**config.mk**
```make
export PLATFORM = sky130hd
export DESIGN_NAME = frontend
export DESIGN_NICKNAME = d
export VERILOG_FILES = /design/src/frontend_pkg.sv /design/src/inst_decoder.sv /design/src/pc_unit.sv /design/src/gpr_file.sv /design/src/operand_select.sv /design/src/frontend.sv
export SDC_FILE = /design/constraint.sdc
export NUM_CORES = 2
export LEC_CHECK = 0
export BUFFER_PORTS_ARGS = -buffer_cell sky130_fd_sc_hd__buf_4
export CAP_MARGIN = 10
export CORE_UTILIZATION = 30
export DETAILED_ROUTE_END_ITERATION = 7
export GPL_TIMING_DRIVEN = 1
export SLEW_MARGIN = 20
export SYNTH_ARGS = -nofsm -noshare
export SYNTH_HDL_FRONTEND = slang
export SYNTH_HIERARCHICAL = 1
export SYNTH_SLANG_ARGS = --single-unit
```
**constraint.sdc**
```tcl
create_clock -name clk -period 10.85 [get_ports clk]
set_input_delay 1.6275 -clock clk [delete_from_list [all_inputs] [get_ports clk]]
set_output_delay 1.6275 -clock clk [all_outputs]
set_load 0.02 [all_outputs]
```
**src/frontend_pkg.sv**
```systemverilog
`default_nettype none

package frontend_pkg;

    localparam int xlen       = 32;  // Data and address width
    localparam int reg_addr_w = 5;   // Register index width

    // Major opcodes, inst[6:0]
    localparam logic [6:0] opc_lui    = 7'b0110111;
    localparam logic [6:0] opc_auipc  = 7'b0010111;
    localparam logic [6:0] opc_jal    = 7'b1101111;
    localparam logic [6:0] opc_jalr   = 7'b1100111;
    localparam logic [6:0] opc_branch = 7'b1100011;
    localparam logic [6:0] opc_load   = 7'b0000011;
    localparam logic [6:0] opc_store  = 7'b0100011;
    localparam logic [6:0] opc_op_imm = 7'b0010011;
    localparam logic [6:0] opc_op     = 7'b0110011;

    // One instruction word, three field layouts
    typedef union packed {
        struct packed {
            logic [6:0]            funct7;
            logic [reg_addr_w-1:0] rs2;
            logic [reg_addr_w-1:0] rs1;
            logic [2:0]            funct3;
            logic [reg_addr_w-1:0] rd;
            logic [6:0]            opcode;
        } r_fmt;
        struct packed {
            logic [11:0]           imm12;
            logic [reg_addr_w-1:0] rs1;
            logic [2:0]            funct3;
            logic [reg_addr_w-1:0] rd;
            logic [6:0]            opcode;
        } i_fmt;
        struct packed {
            logic [19:0]           imm20;
            logic [reg_addr_w-1:0] rd;
            logic [6:0]            opcode;
        } u_fmt;
    } inst_t;

    typedef enum logic [3:0] {
        alu_add, alu_sub, alu_sll, alu_slt, alu_sltu,
        alu_xor, alu_srl, alu_sra, alu_or, alu_and
    } alu_op_t;

    typedef enum logic [3:0] {
        mem_none, mem_lb, mem_lh, mem_lw, mem_lbu,
        mem_lhu, mem_sb, mem_sh, mem_sw
    } mem_op_t;

    typedef enum logic [1:0] {opr1_rs1, opr1_pc, opr1_zero} opr1_sel_t;

    typedef enum logic [1:0] {opr2_rs2, opr2_imm, opr2_four} opr2_sel_t;

    // rel is pc + imm, reg is rs1 + imm
    typedef enum logic [1:0] {pc_seq, pc_rel, pc_reg} pc_sel_t;

endpackage

`default_nettype wire

```
**src/inst_decoder.sv**
```systemverilog
`timescale 1ns/1ps
`default_nettype none

module inst_decoder (
    input  frontend_pkg::inst_t                 inst,
    input  logic                                is_zero,   // Operands equal
    input  logic                                is_lt,     // Signed less than
    input  logic                                is_ltu,    // Unsigned less than
    output logic [frontend_pkg::xlen-1:0]       imm,
    output frontend_pkg::opr1_sel_t             opr1_sel,
    output frontend_pkg::opr2_sel_t             opr2_sel,
    output frontend_pkg::pc_sel_t               pc_sel,
    output frontend_pkg::alu_op_t               alu_op,
    output frontend_pkg::mem_op_t               mem_op,
    output logic                                gpr_we,
    output logic [frontend_pkg::reg_addr_w-1:0] rs1,
    output logic [frontend_pkg::reg_addr_w-1:0] rs2,
    output logic [frontend_pkg::reg_addr_w-1:0] rd
);

    logic [frontend_pkg::xlen-1:0] i_imm;
    logic [frontend_pkg::xlen-1:0] s_imm;
    logic [frontend_pkg::xlen-1:0] b_imm;
    logic [frontend_pkg::xlen-1:0] u_imm;
    logic [frontend_pkg::xlen-1:0] j_imm;
    logic [2:0]                    funct3;
    logic                          alt;        // inst[30]
    logic                          brh_taken;
    frontend_pkg::alu_op_t         f3_op;      // ALU function for OP and OP-IMM

    assign funct3 = inst.r_fmt.funct3;
    assign alt    = inst.r_fmt.funct7[5];
    assign rs1    = inst.r_fmt.rs1;
    assign rs2    = inst.r_fmt.rs2;
    assign rd     = inst.r_fmt.rd;

    assign i_imm = {{20{inst.i_fmt.imm12[11]}}, inst.i_fmt.imm12};
    assign s_imm = {{20{inst.r_fmt.funct7[6]}}, inst.r_fmt.funct7, inst.r_fmt.rd};
    assign b_imm = {{20{inst.r_fmt.funct7[6]}}, inst.r_fmt.rd[0],
                    inst.r_fmt.funct7[5:0], inst.r_fmt.rd[4:1], 1'b0};
    assign u_imm = {inst.u_fmt.imm20, 12'b0};
    assign j_imm = {{12{inst.r_fmt.funct7[6]}}, inst.r_fmt.rs1, inst.r_fmt.funct3,
                    inst.r_fmt.rs2[0], inst.r_fmt.funct7[5:0], inst.r_fmt.rs2[4:1], 1'b0};

    always_comb begin
        case (funct3)
            3'b000:  brh_taken = is_zero;   // beq
            3'b001:  brh_taken = !is_zero;  // bne
            3'b100:  brh_taken = is_lt;     // blt
            3'b101:  brh_taken = !is_lt;    // bge
            3'b110:  brh_taken = is_ltu;    // bltu
            3'b111:  brh_taken = !is_ltu;   // bgeu
            default: brh_taken = 1'b0;
        endcase
    end

    always_comb begin
        case (funct3)
            3'b000:  f3_op = (alt && inst.r_fmt.opcode == frontend_pkg::opc_op) ?
                             frontend_pkg::alu_sub : frontend_pkg::alu_add;
            3'b001:  f3_op = frontend_pkg::alu_sll;
            3'b010:  f3_op = frontend_pkg::alu_slt;
            3'b011:  f3_op = frontend_pkg::alu_sltu;
            3'b100:  f3_op = frontend_pkg::alu_xor;
            3'b101:  f3_op = alt ? frontend_pkg::alu_sra : frontend_pkg::alu_srl;
            3'b110:  f3_op = frontend_pkg::alu_or;
            default: f3_op = frontend_pkg::alu_and;
        endcase
    end

    always_comb begin
        imm      = '0;
        opr1_sel = frontend_pkg::opr1_rs1;
        opr2_sel = frontend_pkg::opr2_rs2;
        pc_sel   = frontend_pkg::pc_seq;
        alu_op   = frontend_pkg::alu_add;
        mem_op   = frontend_pkg::mem_none;
        gpr_we   = 1'b0;
        case (inst.r_fmt.opcode)
            frontend_pkg::opc_lui: begin
                imm      = u_imm;
                opr1_sel = frontend_pkg::opr1_zero;  // 0 + imm
                opr2_sel = frontend_pkg::opr2_imm;
                gpr_we   = 1'b1;
            end
            frontend_pkg::opc_auipc: begin
                imm      = u_imm;
                opr1_sel = frontend_pkg::opr1_pc;
                opr2_sel = frontend_pkg::opr2_imm;
                gpr_we   = 1'b1;
            end
            frontend_pkg::opc_jal, frontend_pkg::opc_jalr: begin
                imm      = (inst.r_fmt.opcode == frontend_pkg::opc_jal) ? j_imm : i_imm;
                pc_sel   = (inst.r_fmt.opcode == frontend_pkg::opc_jal) ?
                           frontend_pkg::pc_rel : frontend_pkg::pc_reg;
                opr1_sel = frontend_pkg::opr1_pc;    // Link address pc + 4
                opr2_sel = frontend_pkg::opr2_four;
                gpr_we   = 1'b1;
            end
            frontend_pkg::opc_branch: begin
                imm    = b_imm;
                alu_op = frontend_pkg::alu_sub;      // Flags come from rs1 - rs2
                pc_sel = brh_taken ? frontend_pkg::pc_rel : frontend_pkg::pc_seq;
            end
            frontend_pkg::opc_load: begin
                imm      = i_imm;
                opr2_sel = frontend_pkg::opr2_imm;
                gpr_we   = 1'b1;
                case (funct3)
                    3'b000:  mem_op = frontend_pkg::mem_lb;
                    3'b001:  mem_op = frontend_pkg::mem_lh;
                    3'b010:  mem_op = frontend_pkg::mem_lw;
                    3'b100:  mem_op = frontend_pkg::mem_lbu;
                    3'b101:  mem_op = frontend_pkg::mem_lhu;
                    default: mem_op = frontend_pkg::mem_none;
                endcase
            end
            frontend_pkg::opc_store: begin
                imm      = s_imm;
                opr2_sel = frontend_pkg::opr2_imm;
                case (funct3)
                    3'b000:  mem_op = frontend_pkg::mem_sb;
                    3'b001:  mem_op = frontend_pkg::mem_sh;
                    3'b010:  mem_op = frontend_pkg::mem_sw;
                    default: mem_op = frontend_pkg::mem_none;
                endcase
            end
            frontend_pkg::opc_op_imm: begin
                imm      = i_imm;
                opr2_sel = frontend_pkg::opr2_imm;
                alu_op   = f3_op;
                gpr_we   = 1'b1;
            end
            frontend_pkg::opc_op: begin
                alu_op = f3_op;
                gpr_we = 1'b1;
            end
            default: ;  // Unknown opcode acts as a nop
        endcase
    end

endmodule

`default_nettype wire

```
**src/pc_unit.sv**
```systemverilog
`timescale 1ns/1ps
`default_nettype none

module pc_unit #(
    parameter logic [frontend_pkg::xlen-1:0] reset_addr = '0
) (
    input  logic                          clk,
    input  logic                          arst_n,
    input  frontend_pkg::pc_sel_t         pc_sel,
    input  logic [frontend_pkg::xlen-1:0] imm,
    input  logic [frontend_pkg::xlen-1:0] rs1_data,
    output logic [frontend_pkg::xlen-1:0] pc
);

    localparam logic [frontend_pkg::xlen-1:0] four = 4;

    logic [frontend_pkg::xlen-1:0] pc_base;
    logic [frontend_pkg::xlen-1:0] pc_offs;
    logic [frontend_pkg::xlen-1:0] next_pc;

    assign pc_base = (pc_sel == frontend_pkg::pc_reg) ? rs1_data : pc;  // JALR base
    assign pc_offs = (pc_sel == frontend_pkg::pc_seq) ? four : imm;
    // Bit 0 of a JALR target is kept as is
    assign next_pc = pc_base + pc_offs;

    always_ff @(posedge clk or negedge arst_n) begin
        if (!arst_n) begin
            pc <= reset_addr;
        end else begin
            pc <= next_pc;
        end
    end

endmodule

`default_nettype wire

```
**src/gpr_file.sv**
```systemverilog
`timescale 1ns/1ps
`default_nettype none

module gpr_file (
    input  logic                                clk,
    input  logic                                arst_n,
    input  logic [frontend_pkg::reg_addr_w-1:0] rs1,
    input  logic [frontend_pkg::reg_addr_w-1:0] rs2,
    input  logic [frontend_pkg::reg_addr_w-1:0] rd,
    input  logic                                gpr_we,
    input  logic [frontend_pkg::xlen-1:0]       gpr_di,
    output logic [frontend_pkg::xlen-1:0]       rs1_data,
    output logic [frontend_pkg::xlen-1:0]       rs2_data
);

    localparam int depth = 2 ** frontend_pkg::reg_addr_w;

    // Single array shared by both read ports
    logic [frontend_pkg::xlen-1:0] regs [depth];

    always_ff @(posedge clk or negedge arst_n) begin
        if (!arst_n) begin
            for (int i = 0; i < depth; i++) begin
                regs[i] <= '0;
            end
        end else if (gpr_we && rd != '0) begin  // x0 is never written
            regs[rd] <= gpr_di;
        end
    end

    assign rs1_data = (rs1 == '0) ? '0 : regs[rs1];
    assign rs2_data = (rs2 == '0) ? '0 : regs[rs2];

endmodule

`default_nettype wire

```
**src/operand_select.sv**
```systemverilog
`timescale 1ns/1ps
`default_nettype none

module operand_select (
    input  frontend_pkg::opr1_sel_t       opr1_sel,
    input  frontend_pkg::opr2_sel_t       opr2_sel,
    input  logic [frontend_pkg::xlen-1:0] pc,
    input  logic [frontend_pkg::xlen-1:0] rs1_data,
    input  logic [frontend_pkg::xlen-1:0] rs2_data,
    input  logic [frontend_pkg::xlen-1:0] imm,
    output logic [frontend_pkg::xlen-1:0] alu_opr_1,
    output logic [frontend_pkg::xlen-1:0] alu_opr_2
);

    localparam logic [frontend_pkg::xlen-1:0] four = 4;

    always_comb begin
        case (opr1_sel)
            frontend_pkg::opr1_pc:   alu_opr_1 = pc;
            frontend_pkg::opr1_zero: alu_opr_1 = '0;   // LUI passes imm through
            default:                 alu_opr_1 = rs1_data;
        endcase
    end

    always_comb begin
        case (opr2_sel)
            frontend_pkg::opr2_imm:  alu_opr_2 = imm;
            frontend_pkg::opr2_four: alu_opr_2 = four;  // Link address
            default:                 alu_opr_2 = rs2_data;
        endcase
    end

endmodule

`default_nettype wire

```
**src/frontend.sv**
```systemverilog
`timescale 1ns/1ps
`default_nettype none

module frontend #(
    parameter logic [frontend_pkg::xlen-1:0] reset_addr = '0  // PC after reset
) (
    input  logic                          clk,
    input  logic                          arst_n,
    input  frontend_pkg::inst_t           inst,       // Word at current pc
    input  logic                          is_zero,
    input  logic                          is_lt,
    input  logic                          is_ltu,
    input  logic [frontend_pkg::xlen-1:0] gpr_di,     // Write-back data for rd
    output logic [frontend_pkg::xlen-1:0] pc,
    output logic [frontend_pkg::xlen-1:0] alu_opr_1,
    output logic [frontend_pkg::xlen-1:0] alu_opr_2,
    output logic [frontend_pkg::xlen-1:0] mem_di,     // Store data
    output frontend_pkg::alu_op_t         alu_op,
    output frontend_pkg::mem_op_t         mem_op
);

    logic [frontend_pkg::xlen-1:0]       imm;
    frontend_pkg::opr1_sel_t             opr1_sel;
    frontend_pkg::opr2_sel_t             opr2_sel;
    frontend_pkg::pc_sel_t               pc_sel;
    logic                                gpr_we;
    logic [frontend_pkg::reg_addr_w-1:0] rs1;
    logic [frontend_pkg::reg_addr_w-1:0] rs2;
    logic [frontend_pkg::reg_addr_w-1:0] rd;
    logic [frontend_pkg::xlen-1:0]       rs1_data;
    logic [frontend_pkg::xlen-1:0]       rs2_data;

    inst_decoder u_inst_decoder (
        .inst     (inst),
        .is_zero  (is_zero),
        .is_lt    (is_lt),
        .is_ltu   (is_ltu),
        .imm      (imm),
        .opr1_sel (opr1_sel),
        .opr2_sel (opr2_sel),
        .pc_sel   (pc_sel),
        .alu_op   (alu_op),
        .mem_op   (mem_op),
        .gpr_we   (gpr_we),
        .rs1      (rs1),
        .rs2      (rs2),
        .rd       (rd)
    );

    pc_unit #(
        .reset_addr (reset_addr)
    ) u_pc_unit (
        .clk      (clk),
        .arst_n   (arst_n),
        .pc_sel   (pc_sel),
        .imm      (imm),
        .rs1_data (rs1_data),
        .pc       (pc)
    );

    gpr_file u_gpr_file (
        .clk      (clk),
        .arst_n   (arst_n),
        .rs1      (rs1),
        .rs2      (rs2),
        .rd       (rd),
        .gpr_we   (gpr_we),
        .gpr_di   (gpr_di),
        .rs1_data (rs1_data),
        .rs2_data (rs2_data)
    );

    operand_select u_operand_select (
        .opr1_sel  (opr1_sel),
        .opr2_sel  (opr2_sel),
        .pc        (pc),
        .rs1_data  (rs1_data),
        .rs2_data  (rs2_data),
        .imm       (imm),
        .alu_opr_1 (alu_opr_1),
        .alu_opr_2 (alu_opr_2)
    );

    assign mem_di = rs2_data;  // Port b feeds the store path

endmodule

`default_nettype wire

```
# Word level (Yosys, flattened, before mapping)
# Cells that the tools add are included.
word_totals:
  regBits: 1056
  in_bits: 69
  output_inout_bits: 136
  elab_cells: 111
op_classes:
  add_sub_neg: 1
  magnitude_cmp: 4
  eq_ne: 21
  muxes: 31
  bitwise_logic: 3
  n_reduce_logical: 18
ops:
  columns: ["op", "n"]
  rows:
  - ["$bwmux W1024", 1]
  - ["$bmux W32 S5", 2]
  - ["$mux W32", 9]
  - ["$demux W32 S5", 1]
  - ["$pmux W32 S5", 1]
  - ["$pmux W32 S2", 2]
  - ["$add A32 B32 Y32", 1]
  - ["$pmux W4 S7", 1]
  - ["$eq A7 B6 Y1 const B", 3]
  - ["$eq A7 B7 Y1 const B", 3]
  - ["$mux W20", 1]
  - ["$ge A6 B6 Y1 const B", 3]
  - ["$not A5 Y6", 3]
  - ["$pmux W4 S2", 2]
  - ["$pmux W3 S5", 1]
  - ["$eq A7 B5 Y1 const B", 2]
  - ["$eq A3 B3 Y1 const B", 4]
  - ["$pmux W2 S2", 3]
  - ["$pmux W4 S3", 1]
  - ["$logic_not A5 Y1", 2]
  - ["$reduce_or A2 Y1", 4]
  - ["$eq A7 B2 Y1 const B", 1]
  - ["$reduce_or A7 Y1", 1]
  - ["$eq A2 B2 Y1 const B", 3]
  - ["other kinds (14)", 23]

# Depth between registers and ports, before layout
logic_depth:
  word_depth: 7
  ltp_mapped: 18
  mapped_depth_nobuf: 15

# Cells and area by module
# The synthesis kept the hierarchy.
modules_own_cells:
  columns: ["mod", "instances", "cells_per_inst", "area_each_um2", "seq_area_each_um2"]
  rows:
  - ["gpr_file", 1, 3624, 54444.7, 25624.6]
  - ["pc_unit", 1, 345, 3148.0, 800.8]
  - ["inst_decoder", 1, 134, 889.6, 0.0]
  - ["operand_select", 1, 154, 860.8, 0.0]

# Worst setup path after synthesis
# OpenSTA, ideal clock, no wires.
synth_timing:
  path_type: "input -> output"
  start: "input inst[20] (netlist name)"
  end: "output alu_opr_2[2] (netlist name)"
  arrival_time_ns: 3.852
  t_required_ns: 9.223
  path_slack_ns: 5.370
  path_stages: 10
  n_path_buf: 5
  path_cell_list: "buf_4 > buf_4 > inv_1 > buf_4 > buf_2 > clkbuf_1 > o21ai_0 > a311oi_1 > inv_1 > a21oi_1"
synth_between:
  elab_chain_len: 6
  word_cells_on_any_way: 7
  cone_classes: "mux: 5; bitwise: 1; reduce/logical: 1"
synth_lines:
  columns: ["element", "line", "rtl"]
  rows:
  - ["start, declared", "frontend.sv:9", "input frontend_pkg::inst_t inst,"]
  - ["$not A5 Y6 (not written as such)", "gpr_file.sv:32", "assign rs2_data = (rs2 == '0) ? '0 : regs[rs2];"]
  - ["$bmux W32 S5", "gpr_file.sv:32", null]
  - ["$mux W32 (not written as such) (2 in a row)", "gpr_file.sv:32", null]
  - ["$mux W32 (*)", "gpr_file.sv:32", null]
  - ["named net mem_di (one bit)", "frontend.sv:17", "output logic [frontend_pkg::xlen-1:0] mem_di,"]
  - ["$pmux W32 S2 (*)", "operand_select.sv:26", "case (opr2_sel)"]
  - ["end, declared", "frontend.sv:16", "output logic [frontend_pkg::xlen-1:0] alu_opr_2,"]
# The timed path passes the listed nets; every way through them passes the cells marked *. The select of a mux whose other input is x is not followed.

# Worst setup path after layout
layout_timing:
  start: "input inst[21] (netlist name)"
  end: "output alu_opr_2[5] (netlist name)"
layout_between:
  elab_chain_len: 6
  word_cells_on_any_way: 7
  cone_classes: "mux: 5; bitwise: 1; reduce/logical: 1"
layout_lines:
  columns: ["element", "line"]
  rows:
  - ["$not A5 Y6 (not written as such)", "gpr_file.sv:32"]
  - ["$bmux W32 S5", "gpr_file.sv:32"]
  - ["$mux W32 (not written as such) (2 in a row)", "gpr_file.sv:32"]
  - ["$mux W32 (*)", "gpr_file.sv:32"]
  - ["$pmux W32 S2 (*)", "operand_select.sv:26"]
# Every way passes the cells marked *; elsewhere a longest branch is shown, timed or not. The select of a mux whose other input is x is not followed.

==> results.txt <==
vias in the first global route -> 40800
met3 routing resource usage after global routing -> 4.78%
max-capacitance violation count -> 0
buffers from clock root to sink, at most -> 3
max reg flops -> 1024
delay contributed by the slowest stage of the critical path -> 0.82 ns
combinational power share -> 14.6%
maximum fanout count along the critical path -> 73
Primary FF master, synth -> dfrtp_1
H-Tree Depth -> 3
switching power share of the total -> 27.5%
CTS Root Cell -> clkbuf_16
routing layer with the top usage in global route -> met2
Placeable Area -> 196000 µm²
cts bufs inserted -> 108
most repeated library cell on the critical path -> buf_4
Initial Utilization -> 30.3%
DRT iter0 DRCs -> 4579
worst endpoint data arrival time -> 5.62 ns
worst hold slack -> 0.393 ns
pin count of the biggest net entering global routing -> 160
Synthesis Warnings -> 6
DRC -> 0
Synth cell types -> 75
clk_skew -> 0.0354 ns
wire length per cell -> 30.9 µm
all-layer global routing usage -> 21.1%
flop and latch count out of synthesis -> 1056
end-of-flow core utilization -> 34.1%
Min-Delay Path Class -> flop to flop
final-stage net count -> 4292
antenna violations before repair -> 15
most numerous cell in the Yosys netlist -> dfrtp_1
most area-hungry cell type in the Yosys netlist -> dfrtp_1
sequential-to-total area share from yosys stat -> 44.5%
sequential cell fraction of total power -> 45.2%
number of instances resized during post-cts repair -> 0
commonest cells in the synthesized netlist -> dfrtp_1 (1056), mux2_2 (1030), mux4_2 (448)
leakage power -> 30.1 nW
unrepaired setup endpoints after global routing -> no
Final period util -> 66.8%
final-layout fill cell count -> 19100
global-route met1 utilization -> 28.7%
buffers inserted during post-CTS setup optimization -> 0
Internal Pwr Total -> 6.96 mW
Post-Route Setup TNS -> 0 ns
result of the run -> finished, final reports clean
Routability Congestion -> 0.914
path type of the worst setup path -> primary input to output pin
die height -> 447 µm
synthesized cell area -> 59300 µm²
Remaining Overflow, GRT -> 0
TritonCTS clock tree -> done
area share of the largest cell type after synthesis -> 44.5%
actual slew at the worst max-slew pin -> 1.14 ns
sinks on the clock net -> 1056
antenna-violating nets left -> 0
number of synthesized flops with an enable pin -> 0
Routed WL -> 214 mm
highest ir drop seen on vdd -> 0.124 mV
most area-consuming cells after synthesis -> dfrtp_1 (45%), mux2_2 (20%), mux4_2 (17%)
mean post-synth cell area -> 13.9 µm²
Clk Latency, worst-skew pair -> 0.74 ns
worst rel slew slack -> 23.6%
startpoint type of the worst setup path -> primary input
Synth Instances -> 4257
met2 Track Usage GR -> 32.6%
vias after detailed routing -> 40600
clock group share of total power -> 40.2%
number of vias per cell -> 5.89
clock-pin slew on the worst setup and hold paths -> 0.06 ns
wire length of the first global-routing pass -> 307 mm
final period demand of the worst path -> 7.24 ns
Slowest-stage cell, CP -> a311oi_1
area delta synth->final -> 12.4%
power density normalized to cell area -> 144 nW/µm²
Final Max Tran Viols -> 0
total of endpoints with negative setup slack in the final report -> 0
Final Hold Vio Count -> 0
layout cell share with drive strength beyond 1 -> 47.9%
number of input and output port buffers inserted -> 204
CP endpoint kind -> output pin
standard-cell rows -> 162
TritonRoute pass-1 iters -> 5
endpoint required time on the critical path -> 9.22 ns
maximum operating frequency -> 0.138 GHz
HPWL after DPL -> 128 mm
die outline width -> 447 µm
hold buffer count at cts -> 0
cell chain of the critical path -> buf_8 -> buf_12 -> buf_4 -> mux4_2 -> mux2_2 -> o21ai_0 -> a311oi_1 -> nand2_1 -> o21ai_1 -> buf_4
syn nets -> 4361
Die Outline Area -> 200000 µm²
share of async-settable or async-resettable flops after synthesis -> 100%
top-level port count -> 205
power spent charging and discharging nets -> 2.65 mW
==> area by class of cell <==
type	instances	area, µm²	area share [%]
clock buffer	163	3250	4.88
multi-input combinational	2696	30800	46.2
clock inverter	36	389	0.584
sequential	1056	26400	39.6
tap	2624	3280	4.92
timing repair buffer	311	2470	3.70
inverter	15	58.8	0.0882
antenna	4	10.0	0.0150
==> stage by stage <==
step / setup slack [ns] / std cells / power [mW] / instance area (µm²)
3_5_place_dp: 3.69 / 6702 / 5.80 / 63000
6_report: 3.61 / 6905 / 9.61 / 66700
4_1_cts: 3.69 / 6901 / 9.67 / 66700
3_3_place_gp: 3.37 / 6700 / 5.77 / 62900
2_1_floorplan: 5.37 / 4257 / 5.21 / 59300
5_1_grt: 3.46 / 6902 / 9.93 / 66700
==> final timing paths <==
check / start / endpoint / slack, ns / cells past startpoint
min reg2reg: u_gpr_file/regs[1020] / u_gpr_file/regs[1020] / 0.39 / 0
max in group asynchronous: arst_n / u_gpr_file/regs[688] / 7.65 / 3
max reg2reg: u_gpr_file/regs[910] / u_pc_unit/pc[25] / 6.39 / 13
max: inst[21] / alu_opr_2[5] / 3.61 / 10
min: u_gpr_file/regs[1020] / u_gpr_file/regs[1020] / 0.39 / 0
min in group asynchronous: arst_n / u_gpr_file/regs[600] / 0.83 / 1
==> cells in the final DEF, fill, tap and decap left out, types with 13 or more instances in the layout <==
cell type / n
a21oi_1: 44
ha_1: 33
a311oi_2: 13
clkbuf_8: 30
a22o_1: 35
clkbuf_1: 23
buf_4: 297
o21ai_0: 128
nand2_2: 13
nand2_1: 130
mux2_1: 59
a221oi_1: 48
dfrtp_1: 1056
nor2_4: 15
inv_1: 13
o21ai_1: 41
a311oi_1: 52
mux2_2: 1030
mux2i_1: 128
mux4_2: 448
clkinv_2: 19
xnor2_1: 21
a211oi_1: 66
xor2_1: 15
clkbuf_16: 110
nor2b_1: 101
nor2_1: 21
a21o_1: 31
a22oi_1: 65
o2111ai_1: 21
==> cells by family (layout without fill, tap and decap cells) <==
group                    Yosys count  in the layout  synth area share (%)
adder cells (fa/ha/maj)           35             35                 0.751
AO/OA/AOI/OAI                    585            585                  6.98
other                              0              4                     0
multiplexers                    1665           1665                  39.8
XOR/XNOR                          36             36                 0.531
flip-flops                      1056           1056                  44.5
AND/OR/NAND/NOR                  375            375                  3.30
buffers and inverters            505            525                  4.09
==> worst max-delay path: cells and delay by family <==
kind | cells | cell delay [ns]
buffers and inverters | 4 | 1.92
AO/OA/AOI/OAI | 3 | 1.13
AND/OR/NAND/NOR | 1 | 0.15
multiplexers | 2 | 0.49
==> power groups by stage <==
stage | registers, mW | clock network, mW | logic (mW)
after floorplan | 4.36 | 0 | 0.853
after global placement | 4.39 | 0 | 1.38
after detailed placement | 4.41 | 0 | 1.39
after CTS | 4.33 | 3.93 | 1.40
after global routing | 4.36 | 4.08 | 1.49
final | 4.34 | 3.86 | 1.41
==> layer usage <==
metal / share of wire (%) / vias to the layer above
met2: 45 / 2130
met1: 41 / 21900
li1: - / 16200
met3: 9.7 / 426
met5: 0.030 / -
met4: 4.1 / 10
Note: power is estimated with default switching activity, not from simulation.
